$ cat config.mk
export PLATFORM = sky130hd
export DESIGN_NAME = cmd_fifo
export DESIGN_NICKNAME = d
export VERILOG_FILES = /design/src/hw/memcmd_pkg.sv /design/src/hw/cmd_fifo.sv
export SDC_FILE = /design/constraint.sdc
export NUM_CORES = 1
export LEC_CHECK = 0
export BUFFER_PORTS_ARGS = -buffer_cell sky130_fd_sc_hd__buf_4
export CORE_ASPECT_RATIO = 2
export CORE_UTILIZATION = 35
export CTS_BUF_LIST = sky130_fd_sc_hd__clkbuf_8
export CTS_CLUSTER_SIZE = 30
export DETAILED_ROUTE_END_ITERATION = 16
export PLACE_DENSITY = 0.62
export SLEW_MARGIN = 25
export SYNTH_ARGS = -nofsm -noshare
export SYNTH_HDL_FRONTEND = slang
export SYNTH_SLANG_ARGS = --single-unit
$ cat constraint.sdc
create_clock -name rvx_port_26 -period 3.7 [get_ports rvx_port_26]
set_clock_uncertainty 0.1 [all_clocks]
set_input_delay 0.37 -clock rvx_port_26 [delete_from_list [all_inputs] [get_ports rvx_port_26]]
set_output_delay 0.37 -clock rvx_port_26 [all_outputs]
set_load 0.1 [all_outputs]
$ cat src/hw/memcmd_pkg.sv
// Shared types for the memory-command subsystem
// Address and data widths, the command and response words, and the
// bridge state encoding used by the RTL and the testbench
// Import with a wildcard in the module header where needed

package memcmd_pkg;

	// ********************************************************************
	// Widths that carry a meaning
	// ********************************************************************

	// Request and command address
	typedef logic [15:0] addr_t;

	// Read and write data word
	typedef logic [31:0] data_t;

	// ********************************************************************
	// Handshake payloads
	// ********************************************************************

	// Command word from bridge to target, 49 bits
	typedef struct packed {
		addr_t addr;
		logic  write;
		data_t wdata;
	} cmd_t;

	// Response word from target to bridge
	// Zero for a write
	typedef struct packed {
		data_t rdata;
	} rsp_t;

	// Bridge FSM states
	typedef enum logic [1:0] {
		st_idle = 2'd0,
		st_cmd  = 2'd1,
		st_rsp  = 2'd2
	} bridge_state_t;

	// Defaults for the top level parameters
	localparam int DEF_FIFO_DEPTH = 4;
	localparam int DEF_MEM_WORDS  = 256;

endpackage

$ cat src/hw/cmd_fifo.sv
// Synchronous command FIFO
// Circular buffer of command words with read and write pointers and an
// occupancy count; push and pop may happen in the same cycle
// A push when full or a pop when empty has no effect

module cmd_fifo
	import memcmd_pkg::*;
#(
	parameter int FIFO_DEPTH = DEF_FIFO_DEPTH
)
(
	input  logic rvx_port_26,
	input  logic rvx_port_24,
	input  logic push,
	input  cmd_t push_data,
	input  logic pop,
	output logic full,
	output logic valid,
	output cmd_t head
);

	// Pointer needs at least one bit even for a single entry
	localparam int PTR_W = (FIFO_DEPTH > 1) ? $clog2(FIFO_DEPTH) : 1;
	localparam int CNT_W = $clog2(FIFO_DEPTH + 1);

	typedef logic [PTR_W-1:0] ptr_t;
	typedef logic [CNT_W-1:0] cnt_t;

	cmd_t store [FIFO_DEPTH];
	ptr_t wr_ptr;
	ptr_t rd_ptr;
	cnt_t count;

	logic do_push;
	logic do_pop;

	// Qualified operations
	assign do_push = push & ~full;
	assign do_pop  = pop & valid;

	// Flags straight from the count
	assign full  = (count == cnt_t'(FIFO_DEPTH));
	assign valid = (count != '0);
	assign head  = store[rd_ptr];

	// Pointers and count
	always_ff @(posedge rvx_port_26 or negedge rvx_port_24)
	begin
		if (!rvx_port_24)
		begin
			wr_ptr <= '0;
			rd_ptr <= '0;
			count  <= '0;
		end
		else
		begin
			if (do_push)
				wr_ptr <= (wr_ptr == ptr_t'(FIFO_DEPTH - 1)) ? '0 : wr_ptr + 1'b1;
			if (do_pop)
				rd_ptr <= (rd_ptr == ptr_t'(FIFO_DEPTH - 1)) ? '0 : rd_ptr + 1'b1;
			// Simultaneous push and pop leaves the count alone
			if (do_push & ~do_pop)
				count <= count + 1'b1;
			else if (do_pop & ~do_push)
				count <= count - 1'b1;
		end
	end

	// Entry storage
	always_ff @(posedge rvx_port_26)
	begin
		if (do_push)
			store[wr_ptr] <= push_data;
	end

endmodule

* After elaboration in Yosys (flattened, before gate mapping)
Memories as Yosys holds them, arrays and structs flattened.
Index checks and enable logic that the tools add are counted.
** Word-level totals
- Bits in registers :: 7
- Output and inout port bits :: 51
- Bits of input ports :: 53
- Logic and storage cells :: 26
- Memory bits (read-only) :: 0
- RAM bits :: 196
- Memories :: 1
- Latch bits :: 0
** Memories
- store :: depth 4, width 49, read ports 1, clocked after Yosys merged registers in 0, wr ports 1, RTL line cmd_fifo.sv:29 : cmd_t store [FIFO_DEPTH];
** Cells by class
- Bitwise operators :: 7
- Multiply operators :: 0
- Shift-type cells :: 0
- Add/subtract/negate cells :: 4
- Mux-type cells :: 6
- Div/mod/pow operators :: 0
- Order comparisons :: 0
- Reduce and logical (&&, ||, !) cells :: 2
- Equality and inequality tests :: 3
** Operators by type and width (number)
- $mux W3 :: 2
- $add A2 B1 Y2 const B :: 2
- $and A1 B1 Y1 :: 4
- $eq A2 B2 Y1 const B :: 2
- $mux W2 :: 2
- $add A3 B1 Y3 const B :: 1
- $eq A3 B3 Y1 const B :: 1
- $not A1 Y1 :: 3
- $reduce_bool A3 Y1 :: 1
- $sub A3 B1 Y3 const B :: 1
- $mux W1 :: 2
- $reduce_bool A2 Y1 :: 1

* Logic depth before layout (Yosys ltp)
- Word-level depth :: 7
- Depth in mapped cells :: 8

* Worst setup path before layout
OpenSTA, ideal clock, no wires.
- Path kind :: flip-flop to flip-flop
- Start point :: reg count[2]
- End point :: mem store[3][0] (netlist name), enable pin
- Buffers on the path :: 0
- Arrival :: 2772 ps
- Cell stages (with the launch flop) :: 3
- Data required time :: 3143 ps
- Setup slack :: 371 ps
- Cell sequence :: dfrtp_1 nor3b_4 nor2_1
** On the way
- Word-level cells in the longest chain between the ends :: 5
** Ends and longest elaborated chain
- from (decl) :: RTL line cmd_fifo.sv:32 : cnt_t count;
- from (signal assigned) :: RTL line cmd_fifo.sv:63 : count <= count + 1'b1;
- from (signal assigned) :: RTL line cmd_fifo.sv:65 : count <= count - 1'b1;
- $eq A3 B3 Y1 :: RTL line cmd_fifo.sv:42 : assign full = (count == cnt_t'(FIFO_DEPTH));
- net full :: RTL line cmd_fifo.sv:17 : output logic full,
- $not A1 Y1 :: RTL line cmd_fifo.sv:38 : assign do_push = push & ~full;
- $and A1 B1 Y1 :: RTL line cmd_fifo.sv:38
- $mux W1 :: RTL line cmd_fifo.sv:72 : if (do_push)
- $mux W1 (not written as such) :: RTL line cmd_fifo.sv:73 : store[wr_ptr] <= push_data;
- to (decl) :: RTL line cmd_fifo.sv:29
The timed path passes the listed nets, and every way through them passes these cells.

==> flow_summary.yaml <==
run_status:
  status: "finished, final reports clean"
layout:
  layout.nets: 531
  ff_latch_area_sq_um: 6066
  area_delta_synth_final_pct: 27.60
  diodes: 0
  final_core_util_pct: 45.88
  layout-drive-gt1-share_pct: 42.77
  mostFrequentLayoutCells: "196 x edfxtp_1, 108 x buf_4, 50 x dlygate4sd3_1"
  multi_input_area_sq_um: 1391
  layout_commonest_cell: "edfxtp_1"
  fill_cells: 1829
timing:
  finalCritPeriodShare_pct: 74.42
  hold_viol_final: 0
  fmax_ghz: 0.3632
  final_max_slew_viol_count: 0
  tightest_slew_ns: 0.7772
  finalCriticalPeriod_ns: 2.754
  rsz0062_at_grt: "no"
  slew_headroom_pct: 48.19
  fin_setup_tns_ns: 0
  setup_viol_count_final: 0
worst_setup_path:
  crit_type: "reg -> out"
  critPathCaptureType: "output port"
  critPathLaunchType: "register"
  r2r_end: "store[0][4]$_DFFE_PP_"
  r2r_start: "count[2]$_DFFE_PN0P_"
  cp_slowest_cell: "dfrtp_2"
  cp.arrival_ns: 2.28
  r2r_cells: 4
  r2r_slack_ns: 1.41
  critPathMaxStageDelay_ns: 0.80
  worstPathRequired_ns: 3.23
  cp_max_fo: 28
  worstPathCellList: "buf_12 > mux4_2 > buf_4"
drt:
  via_count: 3592
  wire_per_inst_microns: 19.13
  wl_mm: 14.54
  post_drt_via_cell_ratio: 4.726
  drcViolationCount: 0
  drt_iter0_markers: 115
  drtAntennaViolNets: 0
  first_pass_iters: 6
global_routing:
  antenna_found_initial: 0
  grt_overflow: 0
  grt_pass1_wl_mm: 22.55
  grt_pass1_vias: 4041
  grt_max_degree: 50
  grtUsageTotal_pct: 13.59
cts:
  clkLatencyLatePin_ns: 0.53
  cts_tree: "built"
  cts_setup_buffers: 0
  cts.sinks: 203
  numCtsBuffers: 26
  clk_pin_slew_ns: 0.07
  cts-resized-gates: 0
  cts-root-buf: "clkbuf_8"
  clock_path_buffers: 3
  cts_max_level: 1
floorplan:
  dieWidth_microns: 106.1
  die_h_microns: 210.3
  start_util_pct: 35.96
  die_area_sq_um: 22320
  rows: 75
  core_sq_um: 21110
  io_pins: 104
synth:
  synth_nets: 354
  avgSynthCellArea_sq_um: 25.82
  yosysUniqueCellTypes: 22
  yosysSeqAreaShare_pct: 79.83
  syn_area_sq_um: 7592
  synth-seq-cells: 203
  yosys_warnings: 0
  syn_inst: 294
placement:
  portBuffers: 103
  place.gp.congestion: 0.6735
run:
  drv_cap: 0
min_path:
  hold_class: "in -> async"
[worst max path at each step]
stage	start	end	slack (ns)	depth (start not counted)
after floorplan	count[2]$_DFFE_PN0P_	store[3][0]$_DFFE_PP_	0.37	2
after global routing	rd_ptr[0]$_DFFE_PN0P_	head[29]	0.79	3
after CTS	rd_ptr[0]$_DFFE_PN0P_	head[12]	0.86	3
final	rd_ptr[1]$_DFFE_PN0P_	head[12]	0.95	3
after detailed placement	count[2]$_DFFE_PN0P_	store[0][19]$_DFFE_PP_	1.34	4
after global placement	rd_ptr[0]$_DFFE_PN0P_	head[29]	1.11	2
[flip-flops by register name, indices dropped and copies added (netlist names)]
| register | flops |
|---|---|
| count | 3 |
| rd_ptr | 2 |
| store | 196 |
| wr_ptr | 2 |
[repair_timing]
item,4_1_cts,5_1_grt
setup endpoints to repair,0,0
hold endpoints to repair,203,0
hold buffers,50,0
[through the flow]
stage | instance area [sq um] | cells | hold WS, ns | setup WS, ns
final | 9688 | 760 | 0.08329 | 0.9463
after global routing | 9688 | 760 | 0.06490 | 0.7912
after CTS | 9688 | 760 | 0.04992 | 0.8609
after detailed placement | 8676 | 662 | 0.09083 | 1.343
after global placement | 8636 | 660 | 0.09080 | 1.110
after floorplan | 7592 | 294 | -0.02559 | 0.3712
[worst max-delay path: cells and delay by family, from the launching register on]
family / cells / cell delay (ns)
buffers and inverters: 2 / 0.56
DFF: 1 / 0.80
muxes: 1 / 0.37
[cell families (layout without fill, tap and decap cells)]
| family | after synthesis | count (layout) | synth area share (%) |
|---|---|---|---|
| flops | 203 | 203 | 79.83 |
| simple gates | 12 | 12 | 1.154 |
| xor+xnor | 3 | 3 | 0.3461 |
| buf+inv | 15 | 212 | 1.994 |
| mux | 54 | 54 | 15.43 |
| fa+ha+maj | 7 | 7 | 1.252 |
[Yosys cell counts]
| library cell | number | area [sq um] |
|---|---|---|
| edfxtp_1 | 196 | 5886 |
| mux4_2 | 48 | 1081 |
| dfrtp_1 | 7 | 175.2 |
| ha_1 | 6 | 75.07 |
| buf_12 | 5 | 100.1 |
| buf_2 | 5 | 25.02 |
| nor2_1 | 4 | 15.01 |
| and2_1 | 3 | 18.77 |
| inv_1 | 3 | 11.26 |
| mux2_2 | 3 | 33.78 |
| mux2_4 | 2 | 30.03 |
| xor2_1 | 2 | 17.52 |
| buf_6 | 1 | 11.26 |
| clkbuf_1 | 1 | 3.750 |
| fa_1 | 1 | 20.02 |
| mux4_1 | 1 | 26.28 |
| nand2_1 | 1 | 3.750 |
| nand2_4 | 1 | 11.26 |
| nor2b_2 | 1 | 8.760 |
| nor3b_4 | 1 | 18.77 |
| or3_4 | 1 | 11.26 |
| xnor2_1 | 1 | 8.760 |
[final cells by class]
| class | count | share of cell area (%) |
|---|---|---|
| well taps | 269 | 3.474 |
| flip-flops and latches | 203 | 62.61 |
| inverters | 3 | 0.1162 |
| multi-input cells | 76 | 14.36 |
| clock inverters | 21 | 1.446 |
| repair buffers | 161 | 14.15 |
| clock buffers | 27 | 3.836 |
[metal layers]
metal	GRT usage [%]	routed length, microns
met5	0	0
met4	5.556	286
met3	2.288	560
met2	26.13	8522
met1	14.29	5169
Power is left out: the tool's default activity adds up to more than one toggle a clock period on the data nets, which glitch-free logic cannot reach.
